File: config.mk
export PLATFORM = sky130hd
export DESIGN_NAME = ex_stage
export DESIGN_NICKNAME = d
export VERILOG_FILES = /design/src/common/ex_pkg.sv /design/src/alu/ex_alu.sv /design/src/branch/branch_unit.sv /design/src/source/flush_control.sv /design/src/source/misalign_check.sv /design/src/source/ex_stage.sv
export SDC_FILE = /design/constraint.sdc
export NUM_CORES = 2
export LEC_CHECK = 0
export BUFFER_PORTS_ARGS = -buffer_cell sky130_fd_sc_hd__buf_2
export CAP_MARGIN = 20
export CORE_ASPECT_RATIO = 2
export CORE_MARGIN = 5
export CORE_UTILIZATION = 51
export DETAILED_ROUTE_END_ITERATION = 6
export GPL_TIMING_DRIVEN = 0
export PLACE_DENSITY = 0.74
export RECOVER_POWER = 50
export SETUP_SLACK_MARGIN = 0.3
export SYNTH_ARGS = -nofsm -noshare
export SYNTH_HDL_FRONTEND = slang
export SYNTH_SLANG_ARGS = --single-unit
File: constraint.sdc
create_clock -name CLK -period 9.3 [get_ports CLK]
set_input_delay 1.395 -clock CLK [delete_from_list [all_inputs] [get_ports CLK]]
set_output_delay 1.395 -clock CLK [all_outputs]
set_load 0.005 [all_outputs]
File: src/common/ex_pkg.sv
package ex_pkg;

    //////////////////////////////////////////////////
    // Widths
    //////////////////////////////////////////////////

    localparam int xlen         = 64;
    localparam int word_w       = 32;
    localparam int shamt_w      = $clog2(xlen);
    localparam int shamt_word_w = $clog2(word_w);

    //////////////////////////////////////////////////
    // ALU operation codes
    //////////////////////////////////////////////////

    // 13 and 14 are free and give zero
    typedef enum logic [3:0] {
        alu_add  = 4'd0,
        alu_sub  = 4'd1,
        alu_sll  = 4'd2,
        alu_srl  = 4'd3,
        alu_sra  = 4'd4,
        alu_xor  = 4'd5,
        alu_or   = 4'd6,
        alu_and  = 4'd7,
        alu_slt  = 4'd8,
        alu_sltu = 4'd9,
        alu_a    = 4'd10,
        alu_b    = 4'd11,
        alu_b4   = 4'd12,
        alu_idle = 4'd15
    } alu_op_t;

    // Branch conditions, funct3 encoding
    typedef enum logic [2:0] {
        br_eq  = 3'd0,
        br_ne  = 3'd1,
        br_lt  = 3'd4,
        br_ge  = 3'd5,
        br_ltu = 3'd6,
        br_geu = 3'd7
    } br_fun_t;

    // Load and store access types
    typedef enum logic [2:0] {
        ld_h  = 3'd0,
        ld_hu = 3'd1,
        ld_w  = 3'd2,
        ld_wu = 3'd3,
        ld_d  = 3'd4,
        st_h  = 3'd5,
        st_w  = 3'd6,
        st_d  = 3'd7
    } ldst_t;

    typedef enum logic [1:0] {
        mem_none  = 2'd0,
        mem_load  = 2'd1,
        mem_store = 2'd2
    } mem_ctl_t;

    //////////////////////////////////////////////////
    // Flush timing
    //////////////////////////////////////////////////

    // Counted in cache-ready cycles
    localparam int flush_hold     = 4;
    localparam int flush_int_hold = 6;
    localparam int pc_step        = 4;

endpackage

File: src/alu/ex_alu.sv
`timescale 1ns/1ns

module ex_alu
    import ex_pkg::*;
(
    input  logic [xlen-1:0] a,
    input  logic [xlen-1:0] b,
    input  alu_op_t         alu_op,
    input  logic            op_32,
    output logic [xlen-1:0] wb_data
);

    logic [xlen-1:0]         add_d;
    logic [xlen-1:0]         sub_d;
    logic [xlen-1:0]         sll_d;
    logic [xlen-1:0]         srl_d;
    logic [xlen-1:0]         sra_d;
    logic [word_w-1:0]       add_w;
    logic [word_w-1:0]       sub_w;
    logic [word_w-1:0]       sll_w;
    logic [word_w-1:0]       srl_w;
    logic [word_w-1:0]       sra_w;
    logic [shamt_w-1:0]      shamt_d;
    logic [shamt_word_w-1:0] shamt_w32;

    function automatic logic [xlen-1:0] sext_word(input logic [word_w-1:0] w);
        sext_word = {{(xlen - word_w){w[word_w-1]}}, w};
    endfunction

    assign shamt_d   = a[shamt_w-1:0];
    assign shamt_w32 = a[shamt_word_w-1:0];

    //////////////////////////////////////////////////
    // Doubleword datapath
    //////////////////////////////////////////////////

    // Operand order follows the decoder with b on the rs1 side
    assign add_d = b + a;
    assign sub_d = b - a;
    assign sll_d = b << shamt_d;
    assign srl_d = b >> shamt_d;
    assign sra_d = $signed(b) >>> shamt_d;

    //////////////////////////////////////////////////
    // Word datapath
    //////////////////////////////////////////////////

    assign add_w = b[word_w-1:0] + a[word_w-1:0];
    assign sub_w = b[word_w-1:0] - a[word_w-1:0];
    assign sll_w = b[word_w-1:0] << shamt_w32;
    assign srl_w = b[word_w-1:0] >> shamt_w32;
    assign sra_w = $signed(b[word_w-1:0]) >>> shamt_w32;

    // Result select
    always_comb
    begin
        case (alu_op)
            alu_add:  wb_data = op_32 ? sext_word(add_w) : add_d;
            alu_sub:  wb_data = op_32 ? sext_word(sub_w) : sub_d;
            alu_sll:  wb_data = op_32 ? sext_word(sll_w) : sll_d;
            alu_srl:  wb_data = op_32 ? sext_word(srl_w) : srl_d;
            alu_sra:  wb_data = op_32 ? sext_word(sra_w) : sra_d;
            alu_xor:  wb_data = a ^ b;
            alu_or:   wb_data = a | b;
            alu_and:  wb_data = a & b;
            alu_slt:  wb_data = {{(xlen - 1){1'b0}}, $signed(b) < $signed(a)};
            alu_sltu: wb_data = {{(xlen - 1){1'b0}}, b < a};
            alu_a:    wb_data = a;
            alu_b:    wb_data = b;
            // Link address for jal/jalr
            alu_b4:   wb_data = b + xlen'(pc_step);
            default:  wb_data = '0;
        endcase
    end

endmodule

File: src/branch/branch_unit.sv
`timescale 1ns/1ns

module branch_unit
    import ex_pkg::*;
(
    input  logic [xlen-1:0] comp1,
    input  logic [xlen-1:0] comp2,
    input  logic [xlen-1:0] jump_bus1,
    input  logic [xlen-1:0] jump_bus2,
    input  br_fun_t         fun3,
    input  logic            cbranch,
    input  logic            jump,
    input  logic            jumpr,
    input  logic            flush_internal,
    output logic            jump_final,
    output logic [xlen-1:0] jump_addr
);

    logic is_eq;
    logic is_lt;
    logic is_ltu;
    logic cond;
    logic taken;

    //////////////////////////////////////////////////
    // Comparator
    //////////////////////////////////////////////////

    assign is_eq  = comp1 == comp2;
    assign is_lt  = $signed(comp1) < $signed(comp2);
    assign is_ltu = comp1 < comp2;

    always_comb
    begin
        case (fun3)
            br_eq:   cond = is_eq;
            br_ne:   cond = !is_eq;
            br_lt:   cond = is_lt;
            br_ge:   cond = !is_lt;
            br_ltu:  cond = is_ltu;
            br_geu:  cond = !is_ltu;
            // 2 and 3 are not branches
            default: cond = 1'b0;
        endcase
    end

    //////////////////////////////////////////////////
    // Target and decision
    //////////////////////////////////////////////////

    // Base is pc for jal/branches, rs1 for jalr
    assign jump_addr = jump_bus1 + jump_bus2;

    assign taken = cbranch ? cond : (jump | jumpr);

    // No redirect from an instruction that is being flushed
    assign jump_final = taken & !flush_internal;

endmodule

File: src/source/flush_control.sv
`timescale 1ns/1ns

module flush_control
    import ex_pkg::*;
(
    input  logic            CLK,
    input  logic            RST,
    input  logic            cache_ready,
    input  logic            stall_enable,
    input  logic            jump_final,
    input  logic [xlen-1:0] jump_addr,
    input  logic [xlen-1:0] pc_id_fb,
    input  logic [xlen-1:0] pc_fb_ex,
    output logic            flush,
    output logic            flush_internal,
    output logic            predicted
);

    logic [1:0]                          warm_up;
    logic [$clog2(flush_hold)-1:0]       flush_cnt;
    logic [$clog2(flush_int_hold)-1:0]   flush_int_cnt;
    logic [xlen-1:0]                     seq_pc;
    logic                                mispredict;

    assign seq_pc = pc_fb_ex + xlen'(pc_step);

    // Fetch PC against the resolved next PC
    always_comb
    begin
        if (jump_final)
            mispredict = pc_id_fb != jump_addr;
        else if (stall_enable && !flush_internal && warm_up[1])
            mispredict = pc_id_fb != seq_pc;
        else
            mispredict = 1'b0;
    end

    assign predicted = !(mispredict && cache_ready);

    //////////////////////////////////////////////////
    // Flush registers and hold counters
    //////////////////////////////////////////////////

    always_ff @(posedge CLK)
    begin
        if (RST)
        begin
            warm_up        <= '0;
            flush          <= 1'b0;
            flush_internal <= 1'b0;
            flush_cnt      <= '0;
            flush_int_cnt  <= '0;
        end
        else if (cache_ready)
        begin
            warm_up <= {warm_up[0], 1'b1};
            if (mispredict)
            begin
                flush          <= 1'b1;
                flush_internal <= 1'b1;
                flush_cnt      <= '0;
                flush_int_cnt  <= '0;
            end
            else
            begin
                if (flush)
                begin
                    if (flush_cnt == flush_hold - 1)
                    begin
                        flush     <= 1'b0;
                        flush_cnt <= '0;
                    end
                    else
                        flush_cnt <= flush_cnt + 1'b1;
                end
                if (flush_internal)
                begin
                    if (flush_int_cnt == flush_int_hold - 1)
                    begin
                        flush_internal <= 1'b0;
                        flush_int_cnt  <= '0;
                    end
                    else
                        flush_int_cnt <= flush_int_cnt + 1'b1;
                end
            end
        end
    end

    // Short flush always sits inside the long one
    a_flush_nested: assert property (@(posedge CLK) disable iff (RST)
        flush |-> flush_internal);

    a_cnt_range: assert property (@(posedge CLK) disable iff (RST)
        flush_int_cnt < flush_int_hold);

    // Counters rest at zero between flushes
    a_cnt_idle: assert property (@(posedge CLK) disable iff (RST)
        !flush_internal |-> (flush_cnt == '0) && (flush_int_cnt == '0));

    // Branch unit must not re-arm a flush in progress
    a_no_rearm: assert property (@(posedge CLK) disable iff (RST)
        flush_internal |-> !jump_final);

endmodule

File: src/source/misalign_check.sv
`timescale 1ns/1ns

module misalign_check
    import ex_pkg::*;
(
    input  mem_ctl_t        mem_ctl,
    input  ldst_t           ldst_type,
    input  logic [xlen-1:0] addr,
    output logic            load_misaligned,
    output logic            store_misaligned
);

    logic [2:0] low;
    logic       half_bad;
    logic       word_bad;
    logic       dword_bad;

    assign low = addr[2:0];

    // Only accesses crossing the 8-byte line are flagged
    assign half_bad  = &low;
    assign word_bad  = low > 3'd4;
    assign dword_bad = |low;

    always_comb
    begin
        load_misaligned  = 1'b0;
        store_misaligned = 1'b0;
        case (ldst_type)
            ld_h, ld_hu: load_misaligned  = (mem_ctl == mem_load) && half_bad;
            ld_w, ld_wu: load_misaligned  = (mem_ctl == mem_load) && word_bad;
            ld_d:        load_misaligned  = (mem_ctl == mem_load) && dword_bad;
            st_h:        store_misaligned = (mem_ctl == mem_store) && half_bad;
            st_w:        store_misaligned = (mem_ctl == mem_store) && word_bad;
            st_d:        store_misaligned = (mem_ctl == mem_store) && dword_bad;
            default:     load_misaligned  = 1'b0;
        endcase
    end

endmodule

File: src/source/ex_stage.sv
`timescale 1ns/1ns

module ex_stage
    import ex_pkg::*;
(
    input  logic            CLK,
    input  logic            RST,
    input  logic [xlen-1:0] a,
    input  logic [xlen-1:0] b,
    input  logic [xlen-1:0] comp1,
    input  logic [xlen-1:0] comp2,
    input  logic [xlen-1:0] jump_bus1,
    input  logic [xlen-1:0] jump_bus2,
    input  logic [xlen-1:0] pc_id_fb,
    input  logic [xlen-1:0] pc_fb_ex,
    input  alu_op_t         alu_op,
    input  logic            op_32,
    input  br_fun_t         fun3,
    input  logic            cbranch,
    input  logic            jump,
    input  logic            jumpr,
    input  logic            stall_enable,
    input  logic            cache_ready,
    input  mem_ctl_t        mem_ctl_in,
    input  logic [1:0]      type_in,
    input  ldst_t           ldst_type,
    output logic [xlen-1:0] wb_data,
    output logic [xlen-1:0] jump_addr,
    output logic            jump_final,
    output logic            flush,
    output logic            flush_internal,
    output logic            predicted,
    output mem_ctl_t        mem_ctl_out,
    output logic [1:0]      type_out,
    output logic            op_32_out,
    output logic            load_misaligned,
    output logic            store_misaligned
);

    ex_alu u_alu (
        .a       (a),
        .b       (b),
        .alu_op  (alu_op),
        .op_32   (op_32),
        .wb_data (wb_data)
    );

    branch_unit u_branch (
        .comp1          (comp1),
        .comp2          (comp2),
        .jump_bus1      (jump_bus1),
        .jump_bus2      (jump_bus2),
        .fun3           (fun3),
        .cbranch        (cbranch),
        .jump           (jump),
        .jumpr          (jumpr),
        .flush_internal (flush_internal),
        .jump_final     (jump_final),
        .jump_addr      (jump_addr)
    );

    flush_control u_flush (
        .CLK            (CLK),
        .RST            (RST),
        .cache_ready    (cache_ready),
        .stall_enable   (stall_enable),
        .jump_final     (jump_final),
        .jump_addr      (jump_addr),
        .pc_id_fb       (pc_id_fb),
        .pc_fb_ex       (pc_fb_ex),
        .flush          (flush),
        .flush_internal (flush_internal),
        .predicted      (predicted)
    );

    // ALU sum doubles as the memory address
    misalign_check u_misalign (
        .mem_ctl          (mem_ctl_in),
        .ldst_type        (ldst_type),
        .addr             (wb_data),
        .load_misaligned  (load_misaligned),
        .store_misaligned (store_misaligned)
    );

    //////////////////////////////////////////////////
    // Squash memory side while flushing
    //////////////////////////////////////////////////

    assign mem_ctl_out = flush_internal ? mem_none : mem_ctl_in;
    assign type_out    = type_in & {2{!flush_internal}};
    assign op_32_out   = op_32 & !flush_internal;

endmodule

==> results of run 1 <==
per-stage QoR:
| stage | cells | setup slack, ns | setup TNS, ns | hold WS [ns] |
|---|---|---|---|---|
| after floorplan | 5112 | 1.21 | 0 | 0.434 |
| after global placement | 6646 | -4.06 | -124.41 | 0.446 |
| after detailed placement | 6665 | -2.76 | -98.00 | 0.457 |
| after CTS | 6671 | 0.303 | 0 | 0.467 |
synth_stat cells (27+ instances only):
cell	count	area, um2
xor2_1	75	657
o221ai_1	34	298
nand2_1	428	1610
and2_1	30	188
o21a_1	31	233
a31oi_1	57	357
a221oi_1	67	587
a211oi_1	68	510
o21ai_1	29	145
a222oi_1	36	360
nand3_1	139	696
and3_1	45	282
inv_1	288	1080
mux4_2	77	1730
nor3_1	119	596
nor2_1	657	2470
o2111ai_1	39	342
o21ai_0	307	1540
nor2b_1	38	238
nand2b_1	36	225
nor4_1	41	257
nand4_1	96	601
or2_2	27	169
o21bai_1	61	458
ha_1	323	4040
buf_1	57	214
xnor2_1	185	1620
a21o_1	81	608
a221o_1	36	360
o211ai_1	72	541
clkbuf_1	310	1160
a21oi_1	528	2640
a22oi_1	45	338
o22ai_1	74	463
mux2i_1	136	1360
a2111oi_0	27	236
cell families after synthesis:
logic type                 synth area share, %
xor gates and xnor gates                  7.85
AOI/OAI and AO/OA                         36.5
adders and majority gates                 12.4
muxes                                     9.97
and+or+nand+nor                           25.0
DFF                                      0.544
buffers and inverters                     7.82
layer usage:
layer	overflow	GRT usage, %
met5	5	35.2
met4	731	95.0
met3	33	61.1
met2	2317	111
met1	41	77.4
repair_timing:
item / 4_1_cts
hold endpoints to repair: 0
pin swaps: 1
resized for setup: 79
buffers inserted: 2
endpoints found under the setup margin: 66
==> metrics, run 1 <==
status=aborted with a tool error; Failed at=global routing; Error=[ERROR GRT-0116] Global routing finished with congestion. Check the congestion regions in the DRC Viewer.; vias in the first global route=57.5k; Port Buf Inserts=663; Most used DFF post-synth=dfxtp_1; global route total overflow=roughly 3.1k; TritonCTS Buffers=3; Synth Instances=5112; Ys Warns=0; Syn Area/Cell=6.47 um2; EDFF count, synth=0; I/O pins=673; die span in y=between 300 and 400 um; sequential share of the synthesized area=less than 1%; CTS root buf=clkbuf_16; CTS H-tree lvls=1; DIE WIDTH=190 um; CTS max path bufs=2; asr flop ratio synth=0%; GRT Util Overall=85.0%; pin count of the biggest net entering global routing=13; synth unique cells=97; Placement Cell Area=between 0.03 and 0.04 mm2; Hold-fix buffers, CTS=0; GP Congestion=~1.5; first-pass GRT wire length=454000 um; Row Count=132; Initial Utilization=51.2%; Post-Syn Area=roughly 0.033 mm2; syn nets=5972; clk sinks=9; detailed placement HPWL=223000 um; Yosys reg bits=9
==> run 2, diff against run 1 <==
--- a/config.mk
+++ b/config.mk
@@ -7,14 +7,12 @@
 export LEC_CHECK = 0
 export BUFFER_PORTS_ARGS = -buffer_cell sky130_fd_sc_hd__buf_2
 export CAP_MARGIN = 20
-export CORE_ASPECT_RATIO = 2
 export CORE_MARGIN = 5
-export CORE_UTILIZATION = 51
+export CORE_UTILIZATION = 36
 export DETAILED_ROUTE_END_ITERATION = 6
 export GPL_TIMING_DRIVEN = 0
-export PLACE_DENSITY = 0.74
+export PLACE_DENSITY_LB_ADDON = 0.15
 export RECOVER_POWER = 50
-export SETUP_SLACK_MARGIN = 0.3
 export SYNTH_ARGS = -nofsm -noshare
 export SYNTH_HDL_FRONTEND = slang
 export SYNTH_SLANG_ARGS = --single-unit
==> run 2 against run 1 <==
- synthesized cell count stayed put
- area after synthesis stayed put
- the flow now finishes, with violations (DRC, setup timing)
==> metrics, run 2 <==
total power=around 0.0031 W; DIE WIDTH=about 310 um; worst hold path type=reg -> reg; die area=0.0981 mm2; WL final=~270000 um; Worst path slowest cell=buf_1; CP Capture Type=primary output; clk sinks=9; synthesis-to-finish area growth=16.8%; Max transition margin=5.09%; Post-Syn Area=approximately 0.033 mm2; M1 wire length=91900 um; critical path's largest stage delay=0.81 ns; fin crit share=102%; Port Buf Inserts=around 660; status=finished with violations; internal power=around 0.001 W; initial antenna violation count=51; Yosys reg bits=9; Initial Utilization=a little over a third; vias in the first global route=46.1k; final-layout fill cell count=between 10k and 15k; end of the worst hold path=u_flush.flush_cnt[1]; Flop pwr share=1.4%; Leakage=16.3 nW; count leader, synth=nor2_1; clock share of power=2.5%; CTS root buf=clkbuf_16; Synth Instances=5112; Critical Path Most Common Cell=buf_1; GRT Util Overall=slightly above 50%; setup slack, reg-to-reg=6.33 ns; detailed placement HPWL=roughly 220000 um; crit path cell chain=buf_2 -> clkbuf_1 -> buf_1 -> clkbuf_1 -> buf_1 -> buf_1 -> nor2_1 -> a21oi_2 -> nand2_1 -> a32oi_1 -> nand3_1 -> a221oi_1 -> o21ai_0 -> a21oi_1 -> o211ai_1 -> buf_2; core region area=about 0.092 mm2; CTS tree=built; Hold-fix buffers, CTS=0; commonest non-fill, non-tap cells in the layout=nor2_1, buf_2, a21oi_1; die span in y=313 um; Post-synth top cells=nor2_1, a21oi_1, nand2_1, ha_1, clkbuf_1; Top delay family on crit path=buffers and inverters; met3 wire len=36200 um; syn nets=5972; GP Congestion=1.20; Nets=around 6.7k; failing checks=DRC, setup timing; I/O pins=between 600 and 700; critical path fanouts, max=10; Row Count=around 110; most common cell after layout, fill and taps aside=nor2_1; CTS max path bufs=2; Max Fclk=about 0.11 GHz; routed len/inst=38.0 um; Buf/Inv on CP=7; DR WL met2=110000 um; Largest register FFs=3; crit path launch type=primary input; DR vias/cell=about 7.1; Largest Register=u_flush.flush_int_cnt; clock latency on the worst-skew pair=around 0.24 ns; Power per Cell Area=80.7 mW/mm2; TritonCTS Buffers=3; Ys Warns=0; DRC=62; synth unique cells=97; Most used DFF post-synth=dfxtp_1; path depth of the worst reg2reg path=7; top flop regs=u_flush.flush_int_cnt (3), u_flush.flush_cnt (2), u_flush.warm_up (2); top cells by area, synth=ha_1, a21oi_1, nor2_1; Worst-Margin Slew=1.42 ns; setup TNS=-1.40 ns; share of cells above drive strength 1=between 10% and 20%; worst hold path stage count=2; Syn Area/Cell=6.47 um2; Routed Antenna Nets=0; worst slack, placed=-2.47 ns; via count=50.3k; Reg2Reg Launch Point=u_flush.flush_internal; Synth top area share=12.2%; HP Start=u_flush.flush_cnt[1]; CTS H-tree lvls=1; combinational power share=96.1%; Clock Skew=0.00119 ns; Final min period=around 9.4 ns; drt initial violations=8997; Psw=0.00209 W; max cap viols=0; Worst R2R End=u_flush.flush_int_cnt[2]; Max IR drop VDD=43.2 uV; Final Slew Violations=0; First-pass DRT Iterations=7; switching share of power=67.1%; EDFF count, synth=0; final hold viol count=0; Max Used Layer=met5; Final WS setup=-0.149 ns; pin count of the biggest net entering global routing=20; area leader, netlist=ha_1; global route total overflow=0; Worst Path Class, Setup=in -> out; Finish-stage setup viols=18; Critical Path RT=7.91 ns; CP arrival=8.05 ns; sequential share of the synthesized area=less than 1%; asr flop ratio synth=0%; first-pass GRT wire length=358000 um; Clock Pin Slew Worst Setup and Hold Paths=0.04 ns
-- run 2: worst max-delay path by stage --
stage / slack, ns / depth (start not counted) / end / start
after global routing: -0.005 / 23 / wb_data[49] / a[4]
final: -0.15 / 16 / wb_data[20] / a[2]
after CTS: 0.03 / 22 / wb_data[63] / a[4]
after detailed placement: -2.47 / 23 / wb_data[57] / a[2]
after global placement: -3.88 / 22 / wb_data[57] / a[2]
after floorplan: 1.21 / 20 / wb_data[57] / a[2]
-- run 2: layout make-up --
cell class	instances	area (um2)	area share [%]
Antenna cell	39	97.6	0.253
Clock buffer	4	78.8	0.204
Timing Repair Buffer	708	3770	9.75
Inverter	293	1100	2.86
Sequential cell	9	180	0.466
Tap cell	1186	1480	3.84
Buffer	379	1490	3.84
Multi-Input combinational cell	4422	30500	78.8
-- run 2: through the flow --
step | cell area [um2] | hold slack, ns | utilization (%) | cells
3_3_place_gp | 37900 | 0.451 | 41.4 | 6961
6_report | 38700 | 0.483 | 42.2 | 7040
5_1_grt | 38600 | 0.511 | 42.2 | 7022
2_1_floorplan | 33100 | 0.434 | - | 5112
3_5_place_dp | 38200 | 0.482 | 41.8 | 6988
4_1_cts | 38400 | 0.487 | 42.0 | 6987
-- run 2: power by group through the flow --
| stage | Clock (W) | Combinational [W] | Sequential, W |
|---|---|---|---|
| after global placement | 0 | 0.00279 | 0.0000442 |
| after CTS | 0.0000776 | 0.00281 | 0.0000437 |
| after global routing | 0.0000788 | 0.00305 | 0.0000441 |
| after detailed placement | 0 | 0.00279 | 0.0000443 |
| after floorplan | 0 | 0.00154 | 0.0000434 |
| final | 0.0000766 | 0.00300 | 0.0000437 |
-- run 2: logic make-up after synthesis --
kind of cell	after synthesis	synth area share [%]
AO/OA/AOI/OAI	1819	36.5
AND/OR/NAND/NOR	1772	25.0
buffers and inverters	681	7.82
adder cells (fa/ha/maj)	326	12.4
XOR/XNOR	274	7.85
multiplexers	231	9.97
flip-flops	9	0.544
-- run 2: metal layers --
metal / track usage [%] / up-vias
met3: 17.2 / 1312
met4: 40.2 / 14
met2: 76.6 / 4794
met1: 57.9 / 23500
li1: - / 20600
met5: 0.198 / -
-- run 2: timing repair --
action,in CTS,in global routing
gates cloned,0,0
gates resized for setup,33,14
setup endpoints to repair,55,29
setup buffers,4,0
pin swaps,1,1
-- run 2: worst min-delay path, delay by kind of cell (launching register included) --
| kind | cells | cell delay (ns) |
|---|---|---|
| DFF | 1 | 0.31 |
| and+or+nand+nor | 1 | 0.07 |
| AOI/OAI and AO/OA | 1 | 0.05 |
No activity file was read; power rests on OpenSTA's default activity.
